`config.mk`:
```
export PLATFORM = sky130hd
export DESIGN_NAME = pixel_blend
export DESIGN_NICKNAME = d
export VERILOG_FILES = /design/src/source/lcd_pkg.sv /design/src/source/pixel_blend.sv
export VERILOG_INCLUDE_DIRS = /design/src /design/src/source
export SDC_FILE = /design/constraint.sdc
export NUM_CORES = 1
export LEC_CHECK = 0
export BUFFER_PORTS_ARGS = -buffer_cell sky130_fd_sc_hd__buf_2
export CORE_MARGIN = 2
export CORE_UTILIZATION = 51
export CTS_CLUSTER_DIAMETER = 100
export DETAILED_ROUTE_END_ITERATION = 8
export PLACE_DENSITY = 0.86
export REMOVE_ABC_BUFFERS = 1
export SYNTH_ARGS = -nofsm -noshare
export SYNTH_HDL_FRONTEND = slang
export SYNTH_SLANG_ARGS = --single-unit
```
`constraint.sdc`:
```
create_clock -name clk_sys -period 9.5 [get_ports clk_sys]
set_clock_uncertainty 0.1 [all_clocks]
set_input_delay 0.95 -clock clk_sys [delete_from_list [all_inputs] [get_ports clk_sys]]
set_output_delay 0.95 -clock clk_sys [all_outputs]
set_load 0.02 [all_outputs]
```
`src/source/lcd_settings.svh`:
```
/*
  Geometry of the LCD, the frame banks and the output raster.
  The LCD is read as 8-pixel column bytes, LCD_COLS rows of LCD_XSIZE bytes.
  FB_DEPTH must equal LCD_XSIZE * LCD_COLS.
  The raster is clocked by a pixel enable at a quarter of clk_sys.
*/
`ifndef LCD_SETTINGS_SVH
`define LCD_SETTINGS_SVH

// lcd panel and frame banks
`define LCD_XSIZE       96
`define LCD_YSIZE       64
`define LCD_COLS        8
`define FB_DEPTH        768
`define FB_BANKS        4

// output raster, counted in pixel enables and lines
`define H_WIDTH         140
`define V_HEIGHT        119
`define H_ACTIVE_START  16
`define V_ACTIVE_START  32
`define HS_START        120
`define HS_WIDTH        16
`define VS_START        1
`define VS_END          4

// contrast register value where the lit level tops out at full white
`define CONTRAST_SAT    6'h20

`endif

```
`src/source/lcd_pkg.sv`:
```
/*
  Shared types for the LCD capture and video path.
  Field widths are fixed for the 96 by 64 panel and four frame banks.
*/
package lcd_pkg;

    ////////////////////////////////////////////////////////////
    // capture engine state
    ////////////////////////////////////////////////////////////

    typedef enum logic [0:0]
    {
        capture_idle = 1'b0,
        capture_copy = 1'b1
    } capture_state_t;

    ////////////////////////////////////////////////////////////
    // positions and video signals
    ////////////////////////////////////////////////////////////

    // position of one column byte on the lcd
    typedef struct packed
    {
        // pixel column, 0 to 95
        logic [6:0] x;
        // column byte row, each row covers 8 pixel lines
        logic [2:0] row;
    } lcd_pos_t;

    // raster sync and blanking, all active high
    typedef struct packed
    {
        logic hs;
        logic vs;
        logic hblank;
        logic vblank;
    } video_sync_t;

    // registered output pixel with its sync
    typedef struct packed
    {
        logic [7:0]  grey;
        video_sync_t sync;
    } video_out_t;

endpackage

```
`src/source/pixel_blend.sv`:
```
/*
  Blends the same pixel from the four banks into one grey level.
  A pixel is lit in a bank where its bit is 0.
  grey = brightness * lit banks / 4, brightness set by the lcd contrast.
  rd_data must arrive one clock after the timing registers change.
*/
`timescale 1ns/10ps
`include "lcd_settings.svh"

module pixel_blend
(
    input  logic                      clk_sys,
    input  logic                      reset,
    input  logic [5:0]                lcd_contrast,
    input  logic [`FB_BANKS-1:0][7:0] rd_data,
    input  logic [2:0]                bit_sel,
    input  lcd_pkg::video_sync_t      sync,
    output lcd_pkg::video_out_t       video
);

    logic [7:0]           brightness;
    logic [2:0]           lit_count;
    logic [9:0]           grey_sum;
    // sync held back one clock to line up with the ram data
    lcd_pkg::video_sync_t sync_d;

    // saturates at full white, otherwise 8 steps per contrast unit
    assign brightness = (lcd_contrast >= `CONTRAST_SAT) ? 8'd255 :
                        {lcd_contrast[4:0], 3'd0};

    always_comb
    begin
        lit_count = '0;
        for (int b = 0; b < `FB_BANKS; b++)
            lit_count = lit_count + 3'(!rd_data[b][bit_sel]);
    end

    assign grey_sum = 10'(brightness) * 10'(lit_count);

    always_ff @(posedge clk_sys)
    begin
        if (reset)
        begin
            sync_d <= '{hs: 1'b0, vs: 1'b0, hblank: 1'b1, vblank: 1'b1};
            video  <= '{grey: 8'd0, sync: '{hs: 1'b0, vs: 1'b0, hblank: 1'b1, vblank: 1'b1}};
        end
        else
        begin
            sync_d     <= sync;
            // average over the four banks
            video.grey <= grey_sum[9:2];
            video.sync <= sync_d;
        end
    end

endmodule
```
# [Yosys cells after proc, flatten, opt, wreduce, memory -nomap -nowiden]
# Index checks and enable logic that the tools add are counted.
[totals] inputBits=47 word_cells=28 register_bits=16 out_inout_bits=12
[op_classes] n_mux=9 magnitude_cmp=2 n_reduce_logical=4 addsub=3 multipliers=1
[ops] cell="1-bit binary-select mux with 3-bit select" count=4
[ops] cell="8-bit by 3-bit multiplier with 10-bit output" count=1
[ops] cell="8-bit two-way mux" count=1
[ops] cell="6-bit greater-or-equal comparator, second input constant" count=1
[ops] cell="1-bit zero test" count=4
[ops] cell="3-bit by 4-bit less-than comparator with 1-bit output, second input constant" count=1
[ops] cell="1-bit two-way mux" count=4
[ops] cell="2-bit by 1-bit adder with 3-bit output" count=1
[ops] cell="3-bit by 1-bit adder with 3-bit output" count=1
[ops] cell="1-bit by 1-bit adder with 2-bit output" count=1

# [Depth between registers and ports, before layout]
[logic_depth] depth_word=7 mapped_depth=17 ltp_nobuf=15

# [Worst setup path after synthesis]
# No wires, ideal clock.
[synth_timing] path_type="input to register" startpoint="in bit_sel[0]" endpoint="reg video[9] (netlist bit)" stages=16 setup_ps=73 required_ps=9327 n_path_buf=2 slack_ps=4534 arrival_time_ps=4793 path_cell_list="buf_2 -> mux4_2 -> mux2i_1 -> fa_1 -> ha_1 -> ha_1 -> clkbuf_1 -> xor2_1 -> and2_1 -> o21bai_1 -> ha_1 -> ha_1 -> a211oi_2 -> nor2_1 -> or4_1 -> o211ai_2"
[synth_between] elab_chain_cells=7 word_cells_on_any_way=16 classes_between="add/sub: 3; mul: 1; mux: 8; reduce/logical: 4"
[synth_rtl] element="start, declared" line_no="pixel_blend.sv:16" rtl="input logic [2:0] bit_sel,"
[synth_rtl] element="1-bit binary-select mux with 3-bit select" line_no="pixel_blend.sv:35" rtl="lit_count = lit_count + 3'(!rd_data[b][bit_sel]);"
[synth_rtl] element="1-bit two-way mux (implied by the code)" line_no="pixel_blend.sv:35"
[synth_rtl] element="1-bit zero test" line_no="pixel_blend.sv:35"
[synth_rtl] element="1-bit by 1-bit adder with 2-bit output" line_no="pixel_blend.sv:35"
[synth_rtl] element="2-bit by 1-bit adder with 3-bit output" line_no="pixel_blend.sv:35"
[synth_rtl] element="3-bit by 1-bit adder with 3-bit output (*)" line_no="pixel_blend.sv:35"
[synth_rtl] element="8-bit by 3-bit multiplier with 10-bit output (*)" line_no="pixel_blend.sv:38" rtl="assign grey_sum = 10'(brightness) * 10'(lit_count);"
[synth_rtl] element="end signal, assigned" line_no="pixel_blend.sv:45" rtl="video <= '{grey: 8'd0, sync: '{hs: 1'b0, vs: 1'b0, hblank: 1'b1, vblank: 1'b1}};"
[synth_rtl] element="end, declared" line_no="pixel_blend.sv:18" rtl="output lcd_pkg::video_out_t video"
# Every way passes the cells marked *; elsewhere a longest branch is shown, timed or not. The select of a mux whose other input is x is not followed.
# A chain may end at the register's enable or synchronous reset.

# [Worst setup path after layout]
# Same ends and word-level chain as after synthesis.

==> metrics.log <==
[metrics] buffer levels on the longest clock path: 2
[metrics] cells after synthesis: 135
[metrics] clock tree from TritonCTS: built
[metrics] number of enable flip-flop cells after synthesis: 0
[metrics] fraction of post-synthesis cell area in the top cell type by area: 24.29%
[metrics] setup slack after layout: 4634 ps
[metrics] Post-DP HPWL: 2466 um
[metrics] count of instances resized after the clock tree is built: 0
[metrics] Gate power share: 68.6%
[metrics] initial DRC count: 17
[metrics] type of element capturing the critical path: register
[metrics] relative area change from synthesis to final layout: 25.24%
[metrics] Data arrival, critical path: 4990 ps
[metrics] library cell occupying the most area in the post-synthesis netlist: sky130_fd_sc_hd__dfxtp_1
[metrics] footprint of the multi-input gates: 933.4 um2
[metrics] CP endpoint: video[9]
[metrics] final-report setup violation count: 0
[metrics] Post-Place Setup Slack: 4300 ps
[metrics] max-slew violation total from the final report: 0
[metrics] first-pass GRT wire length: 4340 um
[metrics] Util after Layout: 67.28%
[metrics] top-level I/O count: 59
[metrics] run status: finished, final reports clean
[metrics] reported max-cap violation count: 0
[metrics] cell count after placement: 215
[metrics] root buffer cell: sky130_fd_sc_hd__clkbuf_4
[metrics] ant diodes: 0
[metrics] startpoint of the worst setup timing path: bit_sel[0]
[metrics] Register-to-Register Setup Slack: 8720 ps
[metrics] CTS hold repair buffers: 0
[metrics] part of the power in the clock network: 10.6%
[metrics] FF-to-FF path depth: 1
[metrics] worst hold margin: 316.8 ps
[metrics] effective utilization at floorplan: 53.72%
[metrics] number of global-route vias before repair: 1136
[metrics] latest clock arrival within the worst-skew pair: 290 ps
[metrics] share of synthesized area occupied by flip-flops and latches: 24.29%
[metrics] Total Nets Final: 255
[metrics] critical-path maximum fanout: 8
[metrics] net switching fraction of the power: 44.10%
[metrics] #FFs+latches synth: 16
[metrics] destination of the worst register-to-register timing path: video[1]
[metrics] Die Outline Area: 3009 um2
[metrics] count of warnings emitted by yosys: 0
[metrics] total internal power: 234.2 uW
[metrics] Critical R2R Launch: sync_d[1]
[metrics] count of filler cells inserted in the layout: 209
[metrics] share of the clock period used by the worst path after layout: 51.22%
[metrics] ratio of cells with drive above 1 in the final layout: 41.27%
[metrics] routed via count: 1225
[metrics] Min-Delay Path Class: register to register
[metrics] Setup crit start kind: primary input
[metrics] summed negative setup slack over all endpoints: 0 ps
[metrics] leakage power total: 0.0008237 uW
[metrics] post-CTS repair timing setup buffer count: 0
[metrics] post-layout min period: 4866 ps
[metrics] worst vdd ir: 0.1713 mV
[metrics] netlist area before placement: 1319 um2
[metrics] RD Place Congestion: 0.8924
[metrics] count of buffers from port buffering: 58
[metrics] global-route total usage across every layer: 20.50%
[metrics] Max Clk Rate: 205.5 MHz
[metrics] Post-route DRC: 0
[metrics] H-tree depth: 1
[metrics] share of flip-flops with an asynchronous set or reset: 0%
[metrics] first-pass iteration count of the detailed router: 4
[metrics] synthesized area per cell: 9.769 um2
[metrics] number of vias per cell after detailed routing: 5.594
[metrics] core outline area: 2455 um2
[metrics] height of the die: 54.85 um
[metrics] category of the most critical setup path: primary input to register
[metrics] num rows: 18
[metrics] initial antenna violation count: 0
[metrics] Post-synth top flop: sky130_fd_sc_hd__dfxtp_1
[metrics] Seq. cell area: 320.3 um2
[metrics] setup repair after global routing missed its margin: false
[metrics] total count of hold-check failures in the final report: 0
[metrics] routed wire length: 2884 um
[metrics] remaining global-route overflow: 0
[metrics] top cells by area, synth: sky130_fd_sc_hd__dfxtp_1 24%, sky130_fd_sc_hd__mux4_2 14%, sky130_fd_sc_hd__ha_1 12%
[metrics] Unique masters post-synth: 35
[metrics] data required time of the worst path: 9620 ps
[metrics] portion of total power attributed to sequential cells: 20.7%
[metrics] P per Cell Area: 253.7 nW/um2
[metrics] number of non-filler instances in the completed layout: 219
[metrics] clock-pin slew on the worst setup and hold paths: 90 ps
[metrics] wire length per cell after detailed routing: 13.17 um
[metrics] count of nets left with antenna violations after detail routing: 0
[metrics] worst-margin pin slew: 331.8 ps
[metrics] switching power total: 184.8 uW
[metrics] relative slew slack: 77.64%
[metrics] number of sinks driven by the clock tree: 16
[metrics] largest net degree at the start of global routing: 21
[metrics] floorplan die width: 54.85 um
[metrics] number of clock buffers inserted by TritonCTS: 3
layout by cell type (no fill, tap or decap), types with 2 or more instances in the layout:
| master | instances |
|---|---|
| sky130_fd_sc_hd__buf_2 | 58 |
| sky130_fd_sc_hd__dfxtp_1 | 16 |
| sky130_fd_sc_hd__ha_1 | 13 |
| sky130_fd_sc_hd__o21ai_0 | 12 |
| sky130_fd_sc_hd__inv_1 | 9 |
| sky130_fd_sc_hd__mux4_2 | 8 |
| sky130_fd_sc_hd__nor2b_1 | 7 |
| sky130_fd_sc_hd__o21a_1 | 6 |
| sky130_fd_sc_hd__nor3_1 | 6 |
| sky130_fd_sc_hd__fa_1 | 5 |
| sky130_fd_sc_hd__mux2i_1 | 4 |
| sky130_fd_sc_hd__nand2b_1 | 4 |
| sky130_fd_sc_hd__nor2_1 | 4 |
| sky130_fd_sc_hd__or2_2 | 4 |
| sky130_fd_sc_hd__and2_1 | 3 |
| sky130_fd_sc_hd__a21oi_1 | 3 |
| sky130_fd_sc_hd__clkbuf_4 | 3 |
| sky130_fd_sc_hd__nand3_1 | 2 |
| sky130_fd_sc_hd__xor2_1 | 2 |
| sky130_fd_sc_hd__nand2_1 | 2 |
| sky130_fd_sc_hd__a21o_1 | 2 |
| sky130_fd_sc_hd__o21ai_1 | 2 |
| sky130_fd_sc_hd__nor3b_1 | 2 |
worst min-delay path by stage:
stage	start	to	slack [ps]	depth (start not counted)
after floorplan	sync_d[0]	video[0]	290	1
after global placement	sync_d[0]	video[0]	290	1
after detailed placement	sync_d[0]	video[0]	300	1
after CTS	sync_d[0]	video[0]	320	1
after global routing	sync_d[0]	video[0]	320	1
final	sync_d[0]	video[0]	320	1
final cells by class:
cell class | instances | area share, %
clock buffer | 4 | 2.197
inverter | 9 | 2.045
multi-input combinational | 102 | 56.52
sequential | 16 | 19.39
tap | 30 | 2.273
timing repair buffer | 58 | 17.58
per-layer routing:
metal / global-route usage (%) / up-vias / wire [um]
met5: 0 / - / 0
met4: 14.17 / 0 / 81
met3: 1.093 / 8 / 207
met2: 39.68 / 63 / 1558
met1: 20.41 / 560 / 1036
li1: - / 594 / -
flip-flops by register name, summed over array words and instances (netlist names):
name / count
sync_d: 4
video: 12
synth_stat cells, drive strengths merged (3+ instances only):
cell type	number
mux2i	4
clkbuf	6
nor2b	7
o21a	6
or2	4
dfxtp	16
nor3	6
ha	13
inv	9
fa	5
and2	3
o21ai	14
nor2	4
nand2b	4
mux4	8
a21oi	3
critical path, stage by stage:
cell	delay, ps
sky130_fd_sc_hd__buf_2	240
sky130_fd_sc_hd__mux4_2	540
sky130_fd_sc_hd__mux2i_1	230
sky130_fd_sc_hd__fa_1	440
sky130_fd_sc_hd__ha_1	210
sky130_fd_sc_hd__ha_1	370
sky130_fd_sc_hd__xor2_1	180
sky130_fd_sc_hd__and2_1	180
sky130_fd_sc_hd__o21bai_1	150
sky130_fd_sc_hd__ha_1	290
sky130_fd_sc_hd__ha_1	350
sky130_fd_sc_hd__o21ai_1	180
sky130_fd_sc_hd__nor2_1	80
sky130_fd_sc_hd__or4_1	500
sky130_fd_sc_hd__o211ai_2	90
cells by family (layout without fill, tap and decap cells):
family	Yosys count	after routing	synth area share [%]
fa+ha+maj	18	18	19.92
buf+inv	17	71	4.933
xor+xnor	2	2	1.329
flops	16	16	24.29
simple gates	39	39	17.27
mux	12	12	16.70
compound gates	31	31	15.56
metrics by stage:
stage               total power (uW)  cell area [um2]
floorplan                      303.1             1287
global placement               357.8             1615
detailed placement             371.4             1615
CTS                            419.1             1652
global route                   457.2             1652
finish                         419.0             1652
power by group through the flow:
stage | clock (uW) | combinational [uW] | sequential, uW
final | 44.6 | 288 | 86.9
after global routing | 46.7 | 322 | 88.2
after CTS | 45.0 | 287 | 87.1
after detailed placement | 0 | 283 | 88.6
after global placement | 0 | 270 | 88.2
after floorplan | 0 | 195 | 109
No activity file was read; power rests on OpenSTA's default activity.
