### config.mk
export PLATFORM = sky130hd
export DESIGN_NAME = frame_capture
export DESIGN_NICKNAME = d
export VERILOG_FILES = /design/src/source/lcd_pkg.sv /design/src/source/frame_capture.sv
export VERILOG_INCLUDE_DIRS = /design/src /design/src/source
export SDC_FILE = /design/constraint.sdc
export NUM_CORES = 1
export LEC_CHECK = 0
export BUFFER_PORTS_ARGS = -buffer_cell sky130_fd_sc_hd__buf_2
export CORE_UTILIZATION = 29
export DETAILED_ROUTE_END_ITERATION = 16
export HOLD_SLACK_MARGIN = 0.1
export PLACE_DENSITY_LB_ADDON = 0.15
export SKIP_LAST_GASP = 1
export SLEW_MARGIN = 5
export SYNTH_ARGS = -nofsm -noshare
export SYNTH_HDL_FRONTEND = slang
export SYNTH_SLANG_ARGS = --single-unit
export TNS_END_PERCENT = 1
### constraint.sdc
create_clock -name clk_sys -period 2.9 [get_ports clk_sys]
set_input_delay 0.725 -clock clk_sys [delete_from_list [all_inputs] [get_ports clk_sys]]
set_output_delay 0.725 -clock clk_sys [all_outputs]
set_load 0.005 [all_outputs]
### src/source/lcd_settings.svh
/*
  Geometry of the LCD, the frame banks and the output raster.
  The LCD is read as 8-pixel column bytes, LCD_COLS rows of LCD_XSIZE bytes.
  FB_DEPTH must equal LCD_XSIZE * LCD_COLS.
  The raster is clocked by a pixel enable at a quarter of clk_sys.
*/
`ifndef LCD_SETTINGS_SVH
`define LCD_SETTINGS_SVH

// lcd panel and frame banks
`define LCD_XSIZE       96
`define LCD_YSIZE       64
`define LCD_COLS        8
`define FB_DEPTH        768
`define FB_BANKS        4

// output raster, counted in pixel enables and lines
`define H_WIDTH         140
`define V_HEIGHT        119
`define H_ACTIVE_START  16
`define V_ACTIVE_START  32
`define HS_START        120
`define HS_WIDTH        16
`define VS_START        1
`define VS_END          4

// contrast register value where the lit level tops out at full white
`define CONTRAST_SAT    6'h20

`endif

### src/source/lcd_pkg.sv
/*
  Shared types for the LCD capture and video path.
  Field widths are fixed for the 96 by 64 panel and four frame banks.
*/
package lcd_pkg;

    ////////////////////////////////////////////////////////////
    // capture engine state
    ////////////////////////////////////////////////////////////

    typedef enum logic [0:0]
    {
        capture_idle = 1'b0,
        capture_copy = 1'b1
    } capture_state_t;

    ////////////////////////////////////////////////////////////
    // positions and video signals
    ////////////////////////////////////////////////////////////

    // position of one column byte on the lcd
    typedef struct packed
    {
        // pixel column, 0 to 95
        logic [6:0] x;
        // column byte row, each row covers 8 pixel lines
        logic [2:0] row;
    } lcd_pos_t;

    // raster sync and blanking, all active high
    typedef struct packed
    {
        logic hs;
        logic vs;
        logic hblank;
        logic vblank;
    } video_sync_t;

    // registered output pixel with its sync
    typedef struct packed
    {
        logic [7:0]  grey;
        video_sync_t sync;
    } video_out_t;

endpackage

### src/source/frame_capture.sv
/*
  Copies one LCD frame into the current frame bank after each frame_done.
  The LCD source must answer lcd_req on lcd_column in the same cycle.
  One byte is written every other clock, 768 writes per frame.
  A frame_done that arrives while a copy runs is dropped, not queued.
*/
`timescale 1ns/10ps
`include "lcd_settings.svh"

module frame_capture
(
    input  logic              clk_sys,
    input  logic              reset,
    input  logic              frame_done,
    input  logic [7:0]        lcd_column,
    output lcd_pkg::lcd_pos_t lcd_req,
    output logic              wr_en,
    output lcd_pkg::lcd_pos_t wr_pos,
    output logic [7:0]        wr_data,
    output logic [1:0]        wr_bank
);

    lcd_pkg::capture_state_t state;
    lcd_pkg::lcd_pos_t       pos;
    // half rate pacing toggle
    logic                    phase;
    logic [1:0]              bank;
    logic                    last_x;
    logic                    last_byte;

    ////////////////////////////////////////////////////////////
    // write port
    ////////////////////////////////////////////////////////////

    assign last_x    = (pos.x == 7'(`LCD_XSIZE - 1));
    assign last_byte = last_x && (pos.row == 3'(`LCD_COLS - 1));

    // the lcd answers combinationally so the byte goes straight to the store
    assign lcd_req = pos;
    assign wr_pos  = pos;
    assign wr_data = lcd_column;
    assign wr_bank = bank;
    assign wr_en   = (state == lcd_pkg::capture_copy) && phase;

    ////////////////////////////////////////////////////////////
    // copy sequencer
    ////////////////////////////////////////////////////////////

    always_ff @(posedge clk_sys)
    begin
        if (reset)
        begin
            state <= lcd_pkg::capture_idle;
            pos   <= '0;
            phase <= 1'b0;
            bank  <= '0;
        end
        else
        begin
            phase <= ~phase;
            case (state)
                lcd_pkg::capture_idle:
                begin
                    // latch the frame complete pulse
                    if (frame_done)
                        state <= lcd_pkg::capture_copy;
                end
                lcd_pkg::capture_copy:
                begin
                    // step on the write cycle only
                    if (phase)
                    begin
                        if (last_byte)
                        begin
                            pos   <= '0;
                            // banks rotate modulo four
                            bank  <= bank + 2'd1;
                            state <= lcd_pkg::capture_idle;
                        end
                        else if (last_x)
                        begin
                            pos.x   <= '0;
                            pos.row <= pos.row + 3'd1;
                        end
                        else
                            pos.x <= pos.x + 7'd1;
                    end
                end
                default:
                    state <= lcd_pkg::capture_idle;
            endcase
        end
    end

endmodule

**Word-level counts from Yosys, hierarchy flattened**

Index checks and enable logic that the tools add are counted.

- Flip-flop bits (word level): 14
- Bits of input ports: 11
- Output and inout port bits: 31
- Word-level logic and storage cells: 25

- Add/sub/neg operators: 3
- Equality and inequality tests: 2
- Mux-type cells: 7
- Bitwise gates (word level): 2
- Reductions and logical operators: 6

Operators by type and width:

| cell | count |
|---|---|
| $mux W10 | 1 |
| $add A7 B1 Y7 const B | 1 |
| $eq A7 B7 Y1 const B | 1 |
| $mux W7 | 1 |
| $reduce_and A3 Y1 | 2 |
| $add A3 B1 Y3 const B | 1 |
| $eq A3 B3 Y1 const B | 1 |
| $mux W1 | 3 |
| $mux W3 | 1 |
| $add A2 B1 Y2 const B | 1 |
| $logic_and A1 B1 Y1 | 2 |
| $not A1 Y1 | 2 |
| $pmux W1 S2 | 1 |
| $reduce_and A2 Y1 | 1 |
| $reduce_bool A2 Y1 | 1 |

**Logic depth before layout (Yosys ltp)**

Gate-level depths: netlist of run 1.

- Depth after elaboration: 5
- Gate-level depth with buffers: 5
- Gate-level depth less buffers: 5

**Least setup slack after synthesis of run 1**

No wires, ideal clock.

- Kind: input-to-output
- From: input lcd_column[0]
- To: output wr_data[0]
- Arrival time: 0.836 ns
- Required time: 2.175 ns
- Path slack: 1.339 ns
- Cell stages on the path: 1
- Buffers on the path: 1
- Path through: buf_4

RTL lines:

| what | line | text |
|---|---|---|
| start, declared | frame_capture.sv:15 | `input logic [7:0] lcd_column,` |
| end, declared | frame_capture.sv:19 | `output logic [7:0] wr_data,` |

No word-level cell between the ends.

**Final worst setup path of run 1**

- From: register phase
- To: output wr_en

- Longest elaborated chain between the ends: 1

RTL lines:

| what | line | text |
|---|---|---|
| start, declared | frame_capture.sv:26 | `logic phase;` |
| start signal, assigned | frame_capture.sv:60 | `phase <= ~phase;` |
| $logic_and A1 B1 Y1 | frame_capture.sv:43 | `assign wr_en = (state == lcd_pkg::capture_copy) && phase;` |
| end, declared | frame_capture.sv:17 | `output logic wr_en,` |

Every way passes these cells.

==> impl_metrics.json, run 1 <==
{
  "antenna_found_initial": 0,
  "portBuffers": 25,
  "grt.overflow.total": 0,
  "via_per_inst": 4.98,
  "drt_iter0_markers": 9,
  "vias": 627,
  "drive_gt1_share_pct": 33.3,
  "finClkSkew_ns": 0.0104,
  "slowest_delay_ns": 0.42,
  "cp_num_buf_inv": 1,
  "core_area_um2": 2520,
  "cts_buffer_depth": 2,
  "grt_pass1_vias": 499,
  "grt_max_degree": 15,
  "dp_cells": 122,
  "row_count": 18,
  "cts_sinks": 14,
  "synthesis.area_um2": 783,
  "end_kind": "output port",
  "area_growth_syn_to_layout_pct": 6.39,
  "rsz0062_at_grt": "no",
  "yosysSeqAreaShare_pct": 35.8,
  "holdWs_ns": 0.486,
  "power.leakage_uw": 0.000413,
  "startpoint": "phase$_SDFF_PP0_",
  "syn_avg_cell_area_um2": 8.90,
  "synth_cell_type_count": 28,
  "antenna_cells": 0,
  "post-cts-setup-buffer-count": 0,
  "relSlewSlack_pct": 76.8,
  "synth_common_cells": "buf_4, dfxtp_1, a21oi_1",
  "fill_cells": 273,
  "synth_edf_count": 0,
  "rr_endpoint": "wr_bank[1]$_SDFFE_PP0P_",
  "clkTransAtPathRegs_ns": 0.10,
  "wl_per_cell_um": 12.5,
  "syn-num-nets": 102,
  "dp_hpwl_mm": 1.15,
  "clkLatencyLatePin_ns": 0.29,
  "synth.most_common_cell": "buf_4",
  "synth_ff_type": "dfxtp_1",
  "cp_cell_sequence": "and2_2 -> buf_2",
  "tightest_slew_ns": 0.347,
  "cts_tree": "done",
  "wl_mm": 1.57,
  "die_area_um2": 2910,
  "fp.dieH_um": 54.0,
  "tns_ns": 0,
  "cts.root.buffer_cell": "clkbuf_4",
  "grt_use_total_pct": 11.6,
  "slew_violations": 0,
  "ir_drop_mv": 0.363,
  "slowest_stage": "dfxtp_1",
  "worst_slack_ns": 1.11,
  "finalCritPeriodShare_pct": 61.6,
  "crit_end": "wr_en",
  "hold_class": "reg -> reg",
  "htreeDepth": 1,
  "crit_arrival_ns": 1.06,
  "syn-instance-count": 88,
  "yosys_warnings": 0,
  "grt_pass1_wl_mm": 2.35,
  "gp_congestion": 0.655,
  "synth_area_leaders": "dfxtp_1, buf_4, a21oi_1",
  "reg2regPathDepth": 4,
  "cts_buffers": 3,
  "start_util_pct": 31.1,
  "ios": 42,
  "critPathKind": "reg -> out",
  "synth_top_area_share_pct": 35.8,
  "synth.largest_area_cell": "dfxtp_1",
  "ant_nets": 0,
  "dr.pass1.iters": 4,
  "power_density_nw_per_um2": 428,
  "maxCapViolations": 0,
  "preCtsSetupSlack_ns": 1.32,
  "critical_path.max_fanout": 6,
  "r2r_slack_ns": 1.31,
  "critPathRequiredTime_ns": 2.17,
  "drc": 0,
  "finalNonFillerCells": 126,
  "layout.nets": 111,
  "period_minus_slack_ns": 1.79,
  "cpLargestDelayFamily": "flip-flops",
  "finalSetupViolCount": 0,
  "postCtsHoldBufs": 0,
  "timing.fmax_ghz": 0.560,
  "cp_num_cells": 2,
  "ctsResizeCount": 0,
  "die_x_um": 54.0,
  "hold_viol": 0,
  "cp-start-kind": "register",
  "reg2reg_from": "lcd_req[3]$_SDFFE_PP0P_",
  "finalPower_uw": 357,
  "status": "completed",
  "ys_ff_latch": 14,
  "synthArstFlopShare_pct": 0,
  "min_from": "wr_bank[1]$_SDFFE_PP0P_"
}
layer usage:
layer	GRT usage, %	share of wire, %	routed length (um)
met3	5.37	7.8	123
met5	0	0	0
met4	2.56	0	0
met2	17.9	47	744
met1	14.6	45	702
cell usage in the layout (no fill, tap or decap):
master / count
buf_2: 25
a31oi_1: 1
a21o_1: 2
a211oi_1: 1
nor3_1: 2
xnor2_1: 1
a311oi_1: 1
ha_1: 3
nor2_1: 4
and4b_1: 1
and2_2: 1
o31ai_1: 2
o21ai_0: 5
or4_1: 4
a21oi_1: 9
mux2i_1: 1
inv_1: 2
nand3_1: 4
nand4_1: 2
nand2_1: 2
clkbuf_8: 1
dfxtp_1: 14
nand4b_4: 1
and4_2: 1
xor2_1: 1
and3_1: 1
clkbuf_4: 3
or3_1: 1
stage by stage:
stage	cell area (um2)	util [%]
detailed placement	797	31.6
floorplan	783	-
global placement	797	31.6
finish	833	33.0
CTS	833	33.0
global route	833	33.0
registers in the layout, summed over array words and instances, names as in the netlist:
register	flops
lcd_req	10
state	1
phase	1
wr_bank	2
where the power goes:
| group | switching [uW] | internal [uW] |
|---|---|---|
| Clock | 67.3 | 76.4 |
| Sequential | 4.17 | 195 |
| Combinational | 7.47 | 6.06 |
cell type report:
type                            instances  area [um2]  area share, %
Multi-Input combinational cell         51         347           41.6
Sequential cell                        14         280           33.6
Timing Repair Buffer                   25         125           15.0
Tap cell                               30        37.5           4.50
Inverter                                2        7.51          0.901
Clock buffer                            4        36.3           4.35
worst min-delay path, stage by stage, from the launching register on:
cell	delay (ns)
dfxtp_1	0.33
o31ai_1	0.06
a21oi_1	0.06
how the worst min path moves through the flow:
| stage | to | slack (ns) | cells after the start |
|---|---|---|---|
| after floorplan | phase$_SDFF_PP0_ | 0.44 | 1 |
| after global placement | wr_bank[1]$_SDFFE_PP0P_ | 0.46 | 2 |
| after detailed placement | wr_bank[1]$_SDFFE_PP0P_ | 0.48 | 2 |
| after CTS | wr_bank[1]$_SDFFE_PP0P_ | 0.49 | 2 |
| after global routing | wr_bank[1]$_SDFFE_PP0P_ | 0.51 | 2 |
| final | wr_bank[1]$_SDFFE_PP0P_ | 0.49 | 2 |
kinds of logic (layout without fill, tap and decap cells):
group / after synthesis / in the layout / share of synthesized area [%]
AO/OA/AOI/OAI: 21 / 21 / 15.7
XOR/XNOR: 2 / 2 / 2.24
adder cells (fa/ha/maj): 3 / 3 / 4.79
buffers and inverters: 23 / 31 / 20.0
flip-flops: 14 / 14 / 35.8
multiplexers: 1 / 1 / 1.28
AND/OR/NAND/NOR: 24 / 24 / 20.3
No activity file was read; power rests on OpenSTA's default activity.
==> run 2, diff against run 1 <==
--- a/config.mk
+++ b/config.mk
@@ -6,6 +6,7 @@
 export SDC_FILE = /design/constraint.sdc
 export NUM_CORES = 1
 export LEC_CHECK = 0
+export ABC_AREA = 1
 export BUFFER_PORTS_ARGS = -buffer_cell sky130_fd_sc_hd__buf_2
 export CORE_UTILIZATION = 29
 export DETAILED_ROUTE_END_ITERATION = 16
==> constraint.sdc (replaced) <==
create_clock -name clk_sys -period 1.8 [get_ports clk_sys]
set_input_delay 0.45 -clock clk_sys [delete_from_list [all_inputs] [get_ports clk_sys]]
set_output_delay 0.45 -clock clk_sys [all_outputs]
set_load 0.005 [all_outputs]
==> impl_metrics.json, run 2 <==
{
  "status": "completed",
  "finClkSkew_ns": 0.00709,
  "p_int_uw": 449,
  "dr.pass1.iters": 3,
  "tns_ns": 0,
  "most-common-layout-cells": "buf_2, nand2_1, nor2_1, dfxtp_1, inv_1",
  "post-cts-setup-buffer-count": 0,
  "die_x_um": 54.1,
  "period_minus_slack_ns": 1.56,
  "slew_violations": 0,
  "finalPower_uw": 571,
  "postCtsHoldBufs": 0,
  "r2r_slack_ns": 0.44,
  "p_clk_share_pct": 38.7,
  "drive_gt1_share_pct": 29.7,
  "layout.nets": 133,
  "crit_arrival_ns": 1.11,
  "synth_cell_type_count": 17,
  "fp.dieH_um": 54.1,
  "seqCellArea_um2": 280,
  "syn-num-nets": 121,
  "row_count": 18,
  "rsz0062_at_grt": "no",
  "htreeDepth": 1,
  "yosysSeqAreaShare_pct": 35.6,
  "synth_top_area_share_pct": 35.6,
  "via_per_inst": 4.32,
  "wl_per_cell_um": 10.1,
  "switching_share_pct": 21.5,
  "dp_hpwl_mm": 1.17,
  "synth.most_common_cell": "nand2_1",
  "cts.root.buffer_cell": "clkbuf_4",
  "hold_viol": 0,
  "power_density_nw_per_um2": 672,
  "finalSetupViolCount": 0,
  "final_common_cell": "buf_2",
  "yosys_warnings": 0,
  "vias": 639,
  "antenna_found_initial": 0,
  "grt_use_total_pct": 11.5,
  "synthArstFlopShare_pct": 0,
  "wl_mm": 1.50,
  "timing.fmax_ghz": 0.640,
  "synth_area_leaders": "dfxtp_1, buf_4, nand2_1",
  "p_seq_share_pct": 56.0,
  "ctsResizeCount": 0,
  "p_sw_uw": 123,
  "syn-instance-count": 107,
  "critical_path.max_fanout": 10,
  "cp-start-kind": "register",
  "maxCapViolations": 0,
  "ant_nets": 0,
  "grt_max_degree": 11,
  "ios": 42,
  "fill_cells": 296,
  "largest_reg_flops": 10,
  "start_util_pct": 31.2,
  "grt.overflow.total": 0,
  "critPathRequiredTime_ns": 1.35,
  "synth_edf_count": 0,
  "clkLatencyLatePin_ns": 0.27,
  "cts_buffers": 3,
  "cts_sinks": 14,
  "syn_avg_cell_area_um2": 7.36,
  "grt_pass1_vias": 509,
  "multi_input_area_um2": 323,
  "worst_slack_ns": 0.237,
  "synth.largest_area_cell": "dfxtp_1",
  "area_growth_syn_to_layout_pct": 8.11,
  "synth_common_cells": "nand2_1, buf_4, dfxtp_1, nor2_1, inv_1",
  "synthesis.area_um2": 787,
  "preCtsSetupSlack_ns": 0.422,
  "clkTransAtPathRegs_ns": 0.08,
  "die_area_um2": 2930,
  "portBuffers": 25,
  "end_kind": "output port",
  "core_area_um2": 2520,
  "ys_ff_latch": 14,
  "cts_tree": "done",
  "relSlewSlack_pct": 83.0,
  "power.leakage_uw": 0.000452,
  "hold_class": "in -> reg",
  "combPwrFrac_pct": 5.3,
  "antenna_cells": 0,
  "gp_congestion": 0.756,
  "finalCritPeriodShare_pct": 86.9,
  "tightest_slew_ns": 0.255,
  "ir_drop_mv": 0.268,
  "synth_ff_type": "dfxtp_1",
  "drt_iter0_markers": 2,
  "cts_buffer_depth": 2,
  "critPathKind": "reg -> out",
  "drc": 0,
  "grt_pass1_wl_mm": 2.30,
  "holdWs_ns": 0.397
}
-- run 2: area by class of cell --
class	count	share of cell area [%]
tap	30	4.41
timing repair buffer	25	14.7
clock buffer	4	4.26
inverter	13	5.74
multi-input combinational	62	37.9
sequential	14	32.9
-- run 2: worst paths after layout --
path,start,end,depth (start not counted)
setup / recovery,state$_SDFF_PP0_,wr_en,3
hold / removal,frame_done,state$_SDFF_PP0_,3
setup reg to reg,lcd_req[4]$_SDFFE_PP0P_,lcd_req[1]$_SDFFE_PP0P_,6
hold reg to reg,phase$_SDFF_PP0_,phase$_SDFF_PP0_,1
-- run 2: logic make-up (layout without fill, tap and decap cells) --
family | count (synthesis) | after routing | share of synthesized area, %
xor+xnor | 1 | 1 | 1.11
flops | 14 | 14 | 35.6
buf+inv | 31 | 42 | 23.4
compound gates | 10 | 10 | 6.68
fa+ha+maj | 3 | 3 | 4.77
simple gates | 48 | 48 | 28.5
-- run 2: power by group through the flow --
stage | clock [uW] | sequential [uW] | combinational (uW)
floorplan | 0 | 327 | 34.1
global placement | 0 | 327 | 30.4
detailed placement | 0 | 327 | 30.7
CTS | 237 | 320 | 30.8
global route | 252 | 321 | 34.6
finish | 221 | 320 | 30.4
-- run 2: layer usage --
metal,GRT usage (%),vias up,wire (um)
met3,2.82,4,96
met1,13.9,275,675
li1,-,341,-
met2,18.1,19,713
met4,6.84,0,14
met5,0,-,0
-- run 2: stage by stage --
step | utilization (%) | cell area [um2] | cells
after floorplan | - | 787 | 107
after global placement | 32.3 | 815 | 144
after detailed placement | 32.3 | 815 | 144
after CTS | 33.7 | 851 | 148
after global routing | 33.7 | 851 | 148
final | 33.7 | 851 | 148
-- run 2: worst max-delay path, cell delays in order (launching register included) --
cell	delay, ns
dfxtp_1	0.33
nand2_1	0.14
inv_2	0.22
buf_2	0.15
