File: config.mk
export PLATFORM = sky130hd
export DESIGN_NAME = lcd_timing
export DESIGN_NICKNAME = d
export VERILOG_FILES = /design/src/source/lcd_pkg.sv /design/src/source/lcd_timing.sv
export VERILOG_INCLUDE_DIRS = /design/src /design/src/source
export SDC_FILE = /design/constraint.sdc
export NUM_CORES = 1
export LEC_CHECK = 0
export BUFFER_PORTS_ARGS = -buffer_cell sky130_fd_sc_hd__clkbuf_2
export CAP_MARGIN = 25
export CORE_MARGIN = 3
export CORE_UTILIZATION = 40
export DETAILED_ROUTE_END_ITERATION = 8
export HOLD_SLACK_MARGIN = 0.03
export PLACE_DENSITY_LB_ADDON = 0.2
export REMOVE_ABC_BUFFERS = 1
export SETUP_SLACK_MARGIN = 0.15
export SLEW_MARGIN = 30
export SYNTH_ARGS = -nofsm -noshare
export SYNTH_HDL_FRONTEND = slang
export SYNTH_SLANG_ARGS = --single-unit
File: constraint.sdc
create_clock -name clk_sys -period 2.1 [get_ports clk_sys]
set_clock_uncertainty 0.15 [all_clocks]
set_input_delay 0.105 -clock clk_sys [delete_from_list [all_inputs] [get_ports clk_sys]]
set_output_delay 0.105 -clock clk_sys [all_outputs]
set_load 0.03 [all_outputs]
File: src/source/lcd_settings.svh
/*
  Geometry of the LCD, the frame banks and the output raster.
  The LCD is read as 8-pixel column bytes, LCD_COLS rows of LCD_XSIZE bytes.
  FB_DEPTH must equal LCD_XSIZE * LCD_COLS.
  The raster is clocked by a pixel enable at a quarter of clk_sys.
*/
`ifndef LCD_SETTINGS_SVH
`define LCD_SETTINGS_SVH

// lcd panel and frame banks
`define LCD_XSIZE       96
`define LCD_YSIZE       64
`define LCD_COLS        8
`define FB_DEPTH        768
`define FB_BANKS        4

// output raster, counted in pixel enables and lines
`define H_WIDTH         140
`define V_HEIGHT        119
`define H_ACTIVE_START  16
`define V_ACTIVE_START  32
`define HS_START        120
`define HS_WIDTH        16
`define VS_START        1
`define VS_END          4

// contrast register value where the lit level tops out at full white
`define CONTRAST_SAT    6'h20

`endif

File: src/source/lcd_pkg.sv
/*
  Shared types for the LCD capture and video path.
  Field widths are fixed for the 96 by 64 panel and four frame banks.
*/
package lcd_pkg;

    ////////////////////////////////////////////////////////////
    // capture engine state
    ////////////////////////////////////////////////////////////

    typedef enum logic [0:0]
    {
        capture_idle = 1'b0,
        capture_copy = 1'b1
    } capture_state_t;

    ////////////////////////////////////////////////////////////
    // positions and video signals
    ////////////////////////////////////////////////////////////

    // position of one column byte on the lcd
    typedef struct packed
    {
        // pixel column, 0 to 95
        logic [6:0] x;
        // column byte row, each row covers 8 pixel lines
        logic [2:0] row;
    } lcd_pos_t;

    // raster sync and blanking, all active high
    typedef struct packed
    {
        logic hs;
        logic vs;
        logic hblank;
        logic vblank;
    } video_sync_t;

    // registered output pixel with its sync
    typedef struct packed
    {
        logic [7:0]  grey;
        video_sync_t sync;
    } video_out_t;

endpackage

File: src/source/lcd_timing.sv
/*
  Raster timing for a 140 by 119 frame with the 96 by 64 LCD image
  starting at pixel 16 of line 32.
  All raster state moves on ce_pix, one clock in four.
  Sync, blanking, rd_pos and bit_sel are registered on the same ce_pix
  and describe the same pixel.
*/
`timescale 1ns/10ps
`include "lcd_settings.svh"

module lcd_timing
(
    input  logic                 clk_sys,
    input  logic                 reset,
    output logic                 ce_pix,
    output lcd_pkg::lcd_pos_t    rd_pos,
    output logic [2:0]           bit_sel,
    output lcd_pkg::video_sync_t sync
);

    logic [1:0] div;
    logic [7:0] hpos;
    logic [6:0] vpos;
    // lcd pixel coordinate of the next active pixel
    logic [6:0] x;
    logic [5:0] y;
    logic       h_active;
    logic       v_active;

    // pixel enable on the last clock of four
    assign ce_pix = (div == 2'b11);

    assign h_active = (hpos >= 8'(`H_ACTIVE_START)) &&
                      (hpos < 8'(`H_ACTIVE_START + `LCD_XSIZE));
    assign v_active = (vpos >= 7'(`V_ACTIVE_START)) &&
                      (vpos < 7'(`V_ACTIVE_START + `LCD_YSIZE));

    always_ff @(posedge clk_sys)
    begin
        if (reset)
        begin
            div     <= '0;
            hpos    <= '0;
            vpos    <= '0;
            x       <= '0;
            y       <= '0;
            rd_pos  <= '0;
            bit_sel <= '0;
            sync    <= '{hs: 1'b0, vs: 1'b0, hblank: 1'b1, vblank: 1'b1};
        end
        else
        begin
            div <= div + 2'd1;
            if (ce_pix)
            begin
                ////////////////////////////////////////////////////////////
                // raster counters
                ////////////////////////////////////////////////////////////
                if (hpos == 8'(`H_WIDTH - 1))
                begin
                    hpos <= '0;
                    if (vpos == 7'(`V_HEIGHT - 1))
                        vpos <= '0;
                    else
                        vpos <= vpos + 7'd1;
                end
                else
                    hpos <= hpos + 8'd1;

                // sync and blanking for the pixel at hpos, vpos
                sync.hs     <= (hpos >= 8'(`HS_START)) &&
                               (hpos < 8'(`HS_START + `HS_WIDTH));
                sync.vs     <= (vpos >= 7'(`VS_START)) && (vpos < 7'(`VS_END));
                sync.hblank <= ~h_active;
                sync.vblank <= ~v_active;

                // store address for the same pixel
                rd_pos.x   <= x;
                rd_pos.row <= y[5:3];
                bit_sel    <= y[2:0];

                ////////////////////////////////////////////////////////////
                // lcd coordinate
                ////////////////////////////////////////////////////////////
                if (!v_active)
                begin
                    x <= '0;
                    y <= '0;
                end
                else if (h_active)
                begin
                    if (x == 7'(`LCD_XSIZE - 1))
                    begin
                        x <= '0;
                        y <= y + 6'd1;
                    end
                    else
                        x <= x + 7'd1;
                end
            end
        end
    end

endmodule

=== Word level (Yosys, flattened, before mapping) ===
Index checks and enable logic that the tools add are counted.

* Flip-flop bits (word level): 47

* Order comparisons: 8
* Muxes and demuxes: 8
* Reduce and logical (&&, ||, !) cells: 7
* Equality and inequality tests: 6
* Bitwise logic cells: 2
* $add $sub $neg: 5

{| class="wikitable"
|+ Operators by type and width
! operator !! count
|-
| 7-bit 2-to-1 mux || 4
|-
| 6-bit 2-to-1 mux || 3
|-
| 7-bit by 1-bit adder with 7-bit output (second input constant) || 2
|-
| 7-bit equality test (second input constant) || 2
|-
| 8-bit by 1-bit adder with 8-bit output (second input constant) || 1
|-
| 8-bit equality test (second input constant) || 1
|-
| 8-bit by 5-bit >= comparator with 1-bit output (second input constant) || 1
|-
| 8-bit by 7-bit >= comparator with 1-bit output (second input constant) || 1
|-
| 8-bit by 7-bit < comparator with 1-bit output (second input constant) || 1
|-
| 8-bit < comparator (second input constant) || 1
|-
| 8-bit 2-to-1 mux || 1
|-
| 7-bit by 1-bit >= comparator with 1-bit output (second input constant) || 1
|-
| 7-bit by 6-bit >= comparator with 1-bit output (second input constant) || 1
|-
| 7-bit by 3-bit < comparator with 1-bit output (second input constant) || 1
|-
| 7-bit < comparator (second input constant) || 1
|-
| 6-bit by 1-bit adder with 6-bit output (second input constant) || 1
|-
| 1-bit logical AND || 4
|-
| 2-bit AND reduction || 2
|-
| 3-bit AND reduction || 1
|-
| 2-bit by 1-bit adder with 2-bit output (second input constant) || 1
|-
| 2-bit equality test (second input constant) || 1
|-
| 2-bit by 1-bit != test with 1-bit output (second input constant) || 1
|-
| 2-bit != test (second input constant) || 1
|-
| 1-bit inverter || 2
|}

=== Depth between registers and ports, before layout ===
Gate-level depths: netlist of run 1.

* Depth in word-level cells: 4
* Mapped depth: 6
* Depth with buffers taken out: 6

=== Worst setup path after synthesis of run 1 ===
No wires, ideal clock.

* Kind: register to register
* From: register div[0]
* To: register y[0]
* Cell stages (with the launch flop): 7
* Path buffers: 1
* Clock period less this slack: 2.115 ns
* Slack: -0.015 ns
* Arrival time: 1.894 ns
* Data required time: 1.879 ns
* Cells stage by stage: dfxtp_1 ha_1 nand3b_1 or3_1 clkbuf_1 or4_1 a21oi_1

* Longest elaborated chain between the ends: 2

{| class="wikitable"
|+ Ends and longest elaborated chain
! what !! line !! source
|-
| start: declaration || lcd_timing.sv:21 || <nowiki>logic [1:0] div;</nowiki>
|-
| start signal: assignment || lcd_timing.sv:53 || <nowiki>div <= div + 2'd1;</nowiki>
|-
| 2-bit equality test || lcd_timing.sv:31 || <nowiki>assign ce_pix = (div == 2'b11);</nowiki>
|-
| net ce_pix || lcd_timing.sv:15 || <nowiki>output logic ce_pix,</nowiki>
|-
| 3-bit AND reduction (no line) || -- ||
|-
| end signal: assignment || lcd_timing.sv:95 || <nowiki>y <= y + 6'd1;</nowiki>
|-
| end: declaration || lcd_timing.sv:26 || <nowiki>logic [5:0] y;</nowiki>
|}

The timed path passes the listed nets, and every way through them passes these cells.
A chain may end at the register's enable or synchronous reset.

=== Worst setup path after layout of run 1 ===
* From: register hpos[5]
* To: register vpos[5]

* Longest elaborated chain between the ends: 2

{| class="wikitable"
|+ Ends and longest elaborated chain
! what !! line !! source
|-
| start: declaration || lcd_timing.sv:22 || <nowiki>logic [7:0] hpos;</nowiki>
|-
| start signal: assignment || lcd_timing.sv:68 || <nowiki>hpos <= hpos + 8'd1;</nowiki>
|-
| 8-bit equality test || lcd_timing.sv:59 || <nowiki>if (hpos == 8'(`H_WIDTH - 1))</nowiki>
|-
| 2-bit AND reduction (no line) || -- ||
|-
| end signal: assignment || lcd_timing.sv:65 || <nowiki>vpos <= vpos + 7'd1;</nowiki>
|-
| end: declaration || lcd_timing.sv:23 || <nowiki>logic [6:0] vpos;</nowiki>
|}

No other way between the ends.

==> metrics.txt, run 1 <==
H-tree Lvls=2; Critical Path Start Type=flip-flop; post-route insts no fill=341; ANT nets after route=0; warnings from Yosys=0; flops & latches, synth=47; Max Fclk=530 MHz; Max-cap violations=0; Crit. End Element=flip-flop; met1 WL=2310 µm; ys flop type=dfxtp_1; RePlAce Congestion=0.783; Crit Path Max Fanout=9; routed vias/inst=just over 5; CTS buffer count=5; Chip Width=80.1 µm; # diodes=0; Detailed Route Iter0 Violations=82; arrival time worst endpoint=about 2 ns; VDD IR max=around 0.32 mV; clk root buf=clkbuf_8; crit share post-route=89.9%; DRC=0; clk sinks=47; met2 wire length=1820 µm; number of global-route vias before repair=1506; Hold Path End=y[1]; Synth cell types=between 40 and 50; Die Y=80.1 µm; Placement Rows=26; Core ar.=roughly 0.0052 mm²; Post-Route WL=4340 µm; crit path max-delay cell type=or4_4; Starting Density=42.1%; vias post-DR=1764; worst path cell trace=nand4bb_4 -> or3_4 -> or4_4 -> a21oi_2; die area=about 0.0064 mm²; outcome=complete, no violations; Reg2Reg Depth=4; first-pass GRT wire length=7130 µm; Critical Path Max Stage Delay=0.52 ns; leak pwr=0.955 nW; dpl ws=0.134 ns; Max Used Layer=met4; R2R Path End=vpos[5]; max-slew violations=0; post-layout min period=1.89 ns; pwr dens=629 mW/mm²; worst r2r src=hpos[5]; DRT Pass-1 Iters=4; Setup-failing EPs final=0; IO Port Bufs=19; post-synthesis cell count=roughly 240; relative slew slack=74.0%; largest net degree at the start of global routing=23; CTS tree=built; io pins=20; clock transition at the registers of the reported paths=0.09 ns; antenna violations before repair=0; WS Path Type=flip-flop to flip-flop; ratio of cells with drive above 1 in the final layout=21.8%; P&R area growth vs syn=19.5%; post-detail-place hpwl=2950 µm; gr usage total=between 10% and 20%; Crit path required time=2.19 ns; sequential share of the synthesized area=42.9%; synthesized area per cell=9.06 µm²; reg-to-reg slack, setup=between 0.2 and 0.25 ns; RSZ-0062 raised after global routing=yes; worst min-delay path startpoint=reset; DR WL met3=145 µm; Nets=282; placed insts=around 330; EDFF count, synth=0; Mapped Area=0.00219 mm²; WL per Instance=12.7 µm; worst min-delay path category=input port to flip-flop; Tightest Pin Transition=just under 0.4 ns; setup slack after layout=0.212 ns; clock tree buffer depth=2; Worst Hold Path Cells=2; final hold vios=0; grt total ovfl=0; Synth async-reset ratio=0%; clock latency on the worst-skew pair=0.30 ns
-- area by class of cell --
cell class,count,area (µm²)
multi-input cells,175,1210
well taps,70,87.6
clock inverters,2,37.5
inverters,8,30.0
repair buffers,34,238
fillers,510,2580
flip-flops and latches,47,947
clock buffers,5,68.8
-- cells in the mapped netlist, types with 5 or more instances --
master / instances / area share, %
dfxtp_1: 47 / 43
nor2_1: 32 / 5.5
mux2i_1: 15 / 6.8
nand2_1: 12 / 2.1
a21oi_1: 10 / 2.3
a31oi_1: 9 / 2.6
ha_1: 9 / 5.1
nor3_1: 9 / 2.1
inv_1: 8 / 1.4
or3_1: 8 / 2.3
xnor2_1: 8 / 3.2
nand3_1: 7 / 1.6
and3_1: 6 / 1.7
clkbuf_1: 6 / 1.0
nor4_1: 6 / 1.7
nand4_1: 5 / 1.4
xor2_1: 5 / 2.0
-- registers in the layout (all words and copies together), names as in the netlist --
name,cells
rd_pos,10
vpos,7
sync,4
y,6
x,7
bit_sel,3
div,2
hpos,8
-- per-stage QoR --
stage / area, µm² / hold slack [ns] / util, % / power, mW / TNS (ns)
floorplan: 2130 / 0.0217 / - / 0.968 / -10.41
global placement: 2420 / 0.256 / 46.6 / 1.00 / 0
detailed placement: 2420 / 0.263 / 46.6 / 1.00 / 0
CTS: 2550 / 0.0968 / 49.0 / 1.66 / 0
global route: 2620 / 0.131 / 50.3 / 1.71 / 0
finish: 2620 / 0.0905 / 50.3 / 1.65 / 0
-- worst max-delay path by stage --
stage | start | end | slack, ns | cells after the start
floorplan | div[0] | y[0] | -0.70 | 5
global placement | div[0] | x[3] | 0.15 | 6
detailed placement | div[0] | x[3] | 0.13 | 6
CTS | hpos[0] | vpos[5] | 0.15 | 5
global route | hpos[1] | vpos[5] | 0.14 | 5
finish | hpos[5] | vpos[5] | 0.21 | 4
-- kinds of logic after synthesis --
logic type | share of synthesized area (%)
simple gates | 26.4
compound gates | 9.30
fa+ha+maj | 5.13
flops | 42.9
mux | 6.85
xor+xnor | 5.19
buf+inv | 4.22
-- where the power goes --
part / internal [mW] / switching (mW) / total, mW
logic: 0.0358 / 0.0519 / 0.0876
clock network: 0.348 / 0.306 / 0.655
registers: 0.899 / 0.00684 / 0.906
total: 1.28 / 0.365 / 1.65
-- worst max-delay path: cells and delay by family (launching register included) --
kind	cells	cell delay (ns)
and+or+nand+nor	3	1.18
DFF	1	0.37
AOI/OAI and AO/OA	1	0.13
-- metal layers --
layer	global-route usage (%)	up-vias
met4	5.07	0
met2	20.9	18
met5	0	-
met1	19.7	818
met3	4.04	5
li1	-	923
-- what timing repair did --
action / CTS / global route
hold buffers: 0 / 0
endpoints found under the hold margin: 0 / 0
cloned: 0 / 1
endpoints found under the setup margin: 3 / 10
pin swaps: 0 / 1
buffers inserted: 0 / 1
resized for setup: 2 / 10
-- cell usage in the layout, fill, tap and decap left out, types with 2 or more instances in the layout --
| master | instances |
|---|---|
| nand3_1 | 7 |
| clkbuf_8 | 5 |
| nand2_1 | 12 |
| nand4_1 | 5 |
| nand4b_1 | 2 |
| a21oi_1 | 10 |
| nor4_1 | 6 |
| nand4bb_1 | 2 |
| a31oi_1 | 9 |
| xnor2_1 | 8 |
| nor3_1 | 9 |
| or3_1 | 8 |
| dfxtp_1 | 42 |
| or4_1 | 2 |
| ha_1 | 7 |
| and3_1 | 6 |
| xor2_1 | 5 |
| inv_1 | 8 |
| nand3b_1 | 4 |
| mux2i_1 | 15 |
| ha_4 | 2 |
| nor2_1 | 32 |
| clkbuf_2 | 19 |
| or4b_2 | 2 |
| dfxtp_2 | 5 |
| o211ai_1 | 3 |
| o21ai_0 | 3 |
| buf_4 | 13 |
Power figures use the tool's default switching activity.
==> inputs of run 2 (changes only) <==
--- a/config.mk
+++ b/config.mk
@@ -12,7 +12,6 @@
 export CORE_UTILIZATION = 40
 export DETAILED_ROUTE_END_ITERATION = 8
 export HOLD_SLACK_MARGIN = 0.03
-export PLACE_DENSITY_LB_ADDON = 0.2
 export REMOVE_ABC_BUFFERS = 1
 export SETUP_SLACK_MARGIN = 0.15
 export SLEW_MARGIN = 30
==> run 2 against run 1 <==
Compared with the run above: combinational power down 11%; non-clock buffer count down 2; sequential power about the same; first-iteration DRC count down 3.7%; core utilization down 1.2 points; final cell count down 0.29%; power down 5.7%; fmax up 2.0%.
==> metrics.txt, run 2 (same netlist as run 1, synthesis figures left out) <==
ANT nets after route=0 (unchanged); setup TNS=0 ns (unchanged); P_int=1.20 mW (was 1.28 mW); pwr dens=607 mW/mm² (was 629 mW/mm²); placed cell areas=0.00240 mm² (was 0.00242 mm²); Chip Width=80.1 µm (unchanged); Max-cap violations=0 (unchanged); Hold WS=0.290 ns (was 0.0905 ns); first-pass GRT wire length=7520 µm (was 7130 µm); Top reg by flops=rd_pos (unchanged); Tightest Pin Transition=0.506 ns (was 0.389 ns); clock tree buffer depth=2 (unchanged); CP top delay family=simple AND/OR/NAND/NOR gates (unchanged); Net Sw Frac=22.9% (was 22.2%); ratio of cells with drive above 1 in the final layout=21.9% (was 21.8%); die area=0.00641 mm² (unchanged); max reg flops=10 (unchanged); DRC=0 (unchanged); crit share post-route=88.2% (was 89.9%); H-tree Lvls=2 (unchanged); io pins=20 (unchanged); clock transition at the registers of the reported paths=0.08 ns (was 0.09 ns); post-detail-place hpwl=2890 µm (was 2950 µm); P_sw=356 µW (was 365 µW); VDD IR max=0.256 mV (was 0.321 mV); Detailed Route Iter0 Violations=79 (was 82); WL per Instance=12.5 µm (was 12.7 µm); WS Path Type=flip-flop to flip-flop (unchanged); antenna violations before repair=0 (unchanged); worst path cell trace=nand4bb_1 -> or3_4 -> or4_4 -> a21oi_2 (was nand4bb_4 -> or3_4 -> or4_4 -> a21oi_2); crit path max-delay cell type=or4_4 (unchanged); Critical Path Start Type=flip-flop (unchanged); P&R area growth vs syn=16.7% (was 19.5%); post-layout min period=1.85 ns (was 1.89 ns); largest registers=rd_pos x10, hpos x8 (unchanged); Crit. End Element=flip-flop (unchanged); clk root buf=clkbuf_8 (unchanged); clk sinks=47 (unchanged); worst min-delay path category=flip-flop to flip-flop (was input port to flip-flop); outcome=complete, no violations (unchanged); post-route insts no fill=340 (was 341); Critical Path Max Stage Delay=0.52 ns (about the same); grt total ovfl=0 (unchanged); RSZ-0062 raised after global routing=no (was yes); DRT Pass-1 Iters=4 (unchanged); Clk pwr share=36.7% (was 39.7%); CTS buffer count=5 (unchanged); RePlAce Congestion=0.757 (was 0.783); Crit path required time=2.19 ns (about the same); clock latency on the worst-skew pair=0.30 ns (about the same); number of global-route vias before repair=1576 (was 1506); CTS tree=built (unchanged); Comb power frac=5.0% (was 5.3%); Design Area, Final=0.00256 mm² (was 0.00262 mm²); Starting Density=42.1% (unchanged); relative slew slack=66.0% (was 74.0%); arrival time worst endpoint=1.94 ns (was 1.98 ns); placed insts=331 (was 332); Post-Route WL=4250 µm (was 4340 µm); IO Port Bufs=19 (unchanged); Bufs and invs on worst path=0 (unchanged); # diodes=0 (unchanged); Setup-failing EPs final=0 (unchanged); setup bufs post-CTS=0 (unchanged); Crit Path Max Fanout=9 (unchanged); gr usage total=14.6% (was 14.2%); routed vias/inst=5.18 (was 5.17); leak pwr=0.934 nW (was 0.955 nW); Finished Core Util=49.2% (was 50.3%); commonest non-fill, non-tap cell in the layout=dfxtp_1 (unchanged); commonest cells after routing, fill and taps aside=dfxtp_1 (39), nor2_1 (31), clkbuf_2 (19) (was dfxtp_1 (42), nor2_1 (32), clkbuf_2 (19)); Nets=280 (was 282); Die Y=80.1 µm (unchanged); vias post-DR=1762 (was 1764); Max Fclk=540 MHz (was 530 MHz); Placement Rows=26 (unchanged); Seq pwr share=58.3% (was 55.0%); max-slew violations=0 (unchanged); largest net degree at the start of global routing=37 (was 23); Core ar.=0.00520 mm² (unchanged); final hold vios=0 (unchanged)
-- run 2: timing repair --
item,CTS,global route
endpoints found under the hold margin,1,0
gates resized for setup,2,13
hold buffers,1,0
setup endpoints to repair,2,15
-- run 2: metrics by stage --
stage | setup WS [ns] | total power, mW
CTS | 0.166 | 1.57
floorplan | -0.698 | 0.968
finish | 0.249 | 1.55
detailed placement | 0.175 | 1.00
global placement | 0.170 | 0.999
global route | 0.151 | 1.62
-- run 2: layer usage --
metal	vias up	share of wire, %	global-route usage, %
li1	918	-	-
met1	810	54	21.9
met2	27	41	20.5
met5	-	0	0
met3	7	2.8	2.35
met4	0	1.7	6.08
-- run 2: path summary, 6_finish.rpt --
| check | from | to | slack (ns) | depth (start not counted) |
|---|---|---|---|---|
| hold / removal | div[0] | div[0] | 0.29 | 1 |
| setup reg to reg | hpos[5] | vpos[5] | 0.25 | 4 |
| hold reg to reg | div[0] | div[0] | 0.29 | 1 |
| setup / recovery | hpos[5] | vpos[5] | 0.25 | 4 |
-- run 2: final cells by class --
type                    count  area (µm²)
fillers                   522        2650
multi-input cells         175        1200
flip-flops and latches     47         951
repair buffers             32         195
well taps                  70        87.6
clock buffers               7        86.3
inverters                   8        30.0
clock inverters             1        8.76
-- run 2: power by group through the flow --
stage	sequential, mW	clock, mW	combinational (mW)
2_1_floorplan	0.929	0	0.0395
4_1_cts	0.903	0.593	0.0778
3_5_place_dp	0.924	0	0.0756
3_3_place_gp	0.924	0	0.0753
6_report	0.906	0.570	0.0784
5_1_grt	0.907	0.623	0.0887
==> inputs of run 3 (changes only) <==
==> constraint.sdc (replaced) <==
create_clock -name clk_sys -period 2 [get_ports clk_sys]
set_clock_uncertainty 0.15 [all_clocks]
set_input_delay 0.1 -clock clk_sys [delete_from_list [all_inputs] [get_ports clk_sys]]
set_output_delay 0.1 -clock clk_sys [all_outputs]
set_load 0.03 [all_outputs]
==> run 3 against run 2 <==
Compared with the run above: critical endpoint is now sync[3]; power up 13%; global-route usage rose by 0.48 points; first-iteration DRC count up 80%; sequential share of layout area fell by 2.4 points; worst setup slack worse by 0.075 ns; core utilization grew 3.8 points; design area grew 7.7%; critical path depth unchanged; flip-flop and latch count unchanged.
==> metrics.txt, run 3 (same netlist as run 1, synthesis figures left out) <==
outcome=complete, no violations (unchanged); leak pwr=1.02 nW (was 0.934 nW); Max Fclk=548 MHz (was 540 MHz); final hold vios=0 (unchanged); CTS tree=built (unchanged); H-tree Lvls=2 (unchanged); CP top delay family=simple AND/OR/NAND/NOR gates (unchanged); pwr dens=637 mW/mm² (was 607 mW/mm²); Nets=294 (was 280); placed insts=341 (was 331); post-layout min period=1.83 ns (was 1.85 ns); number of global-route vias before repair=1649 (was 1576); routed vias/inst=5.14 (was 5.18); ratio of cells with drive above 1 in the final layout=27.8% (was 21.9%); Max-cap violations=0 (unchanged); Core ar.=0.00520 mm² (unchanged); WL per Instance=13.3 µm (was 12.5 µm); commonest cells after routing, fill and taps aside=dfxtp_1 (38), nor2_1 (32), buf_4 (22) (was dfxtp_1 (39), nor2_1 (31), clkbuf_2 (19)); placed cell areas=0.00248 mm² (was 0.00240 mm²); crit path max-delay cell type=or4b_2 (was or4_4); Detailed Route Iter0 Violations=142 (was 79); Critical Path Max Stage Delay=0.67 ns (was 0.52 ns); clock latency on the worst-skew pair=0.31 ns (was 0.30 ns); CTS buffer count=5 (unchanged); arrival time worst endpoint=1.91 ns (was 1.94 ns); Chip Width=80.1 µm (unchanged); Crit Path Max Fanout=6 (was 9); max-slew violations=0 (unchanged); post-route insts no fill=354 (was 340); clk root buf=clkbuf_8 (unchanged); commonest non-fill, non-tap cell in the layout=dfxtp_1 (unchanged); largest registers=rd_pos x10, hpos x8 (unchanged); P&R area growth vs syn=25.7% (was 16.7%); RePlAce Congestion=0.743 (was 0.757); Crit. End Element=flip-flop (unchanged); Post-Route WL=4710 µm (was 4250 µm); Critical Path Start Type=flip-flop (unchanged); relative slew slack=62.8% (was 66.0%); # diodes=0 (unchanged); first-pass GRT wire length=7650 µm (was 7520 µm); IO Port Bufs=19 (unchanged); Starting Density=42.1% (unchanged); Tightest Pin Transition=0.554 ns (was 0.506 ns); die area=0.00641 mm² (unchanged); Placement Rows=26 (unchanged); io pins=20 (unchanged); clk sinks=47 (unchanged); clock tree buffer depth=2 (unchanged); RSZ-0062 raised after global routing=yes (was no); Setup-failing EPs final=0 (unchanged); DRT Pass-1 Iters=4 (unchanged); max reg flops=10 (unchanged); Top reg by flops=rd_pos (unchanged); Crit path required time=2.08 ns (was 2.19 ns); Finished Core Util=53.0% (was 49.2%); gr usage total=15.1% (was 14.6%); clock transition at the registers of the reported paths=0.09 ns (was 0.08 ns); largest net degree at the start of global routing=22 (was 37); worst path cell trace=buf_4 -> or4b_2 -> o221a_2 -> nor3_2 (was nand4bb_1 -> or3_4 -> or4_4 -> a21oi_2); post-detail-place hpwl=3160 µm (was 2890 µm); VDD IR max=0.271 mV (was 0.256 mV); worst min-delay path category=flip-flop to flip-flop (unchanged); crit share post-route=91.3% (was 88.2%); Die Y=80.1 µm (unchanged); grt total ovfl=0 (unchanged); Design Area, Final=0.00276 mm² (was 0.00256 mm²); antenna violations before repair=0 (unchanged); DRC=0 (unchanged); WS Path Type=flip-flop to flip-flop (unchanged); vias post-DR=1818 (was 1762); ANT nets after route=0 (unchanged); Bufs and invs on worst path=1 (was 0); Hold WS=0.314 ns (was 0.290 ns)
-- run 3: changes by cell type in the layout (fill, tap and decap cells not counted), sizes merged --
cell	previous run	this run
buf	12	26
clkbuf	26	24
clkinv	1	2
bufinv	0	1
-- run 3: final cells by class --
type / count / area, µm²
sequential: 47 / 957
fill: 508 / 2450
clock inverter: 3 / 43.8
timing repair buffer: 46 / 315
clock buffer: 5 / 68.8
tap: 70 / 87.6
multi-input combinational: 175 / 1250
inverter: 8 / 30.0
-- run 3: path summary, 6_finish.rpt --
| check | slack [ns] | cells after the start | start | end |
|---|---|---|---|---|
| min reg2reg | 0.31 | 2 | sync[0] | sync[0] |
| min | 0.31 | 2 | sync[0] | sync[0] |
| max | 0.17 | 4 | hpos[4] | sync[3] |
| max reg2reg | 0.17 | 4 | hpos[4] | sync[3] |
-- run 3: what timing repair did --
item                       in CTS  in global routing
gates resized for setup         2                 26
hold endpoints to repair        5                  0
pin swaps                       0                 10
hold buffers                    1                  0
cloned                          0                  0
setup buffers                   0                  4
setup endpoints to repair      10                 19
-- run 3: per-stage QoR --
stage,total power [mW],TNS [ns],setup slack (ns)
2_1_floorplan,1.02,-13.18,-0.798
3_3_place_gp,1.05,0,0.137
3_5_place_dp,1.05,0,0.0795
4_1_cts,1.76,0,0.0928
5_1_grt,1.82,0,0.123
6_report,1.75,0,0.174
-- run 3: routing by layer --
metal	GRT usage [%]	routed length, µm
met1	21.2	2420
met5	0	0
met3	4.15	119
met4	4.73	62
met2	22.4	2110
-- run 3: report_power, final --
group / total (mW) / switching (mW) / internal, mW
Combinational: 0.0941 / 0.0565 / 0.0375
Sequential: 0.950 / 0.00735 / 0.942
Clock: 0.711 / 0.338 / 0.373
Total: 1.75 / 0.402 / 1.35
-- run 3: worst reg2reg max path: stages, from the launching register on --
cell and delay (ns):
dfxtp_4 0.37, buf_4 0.15, or4b_2 0.67, o221a_2 0.29, nor3_2 0.13
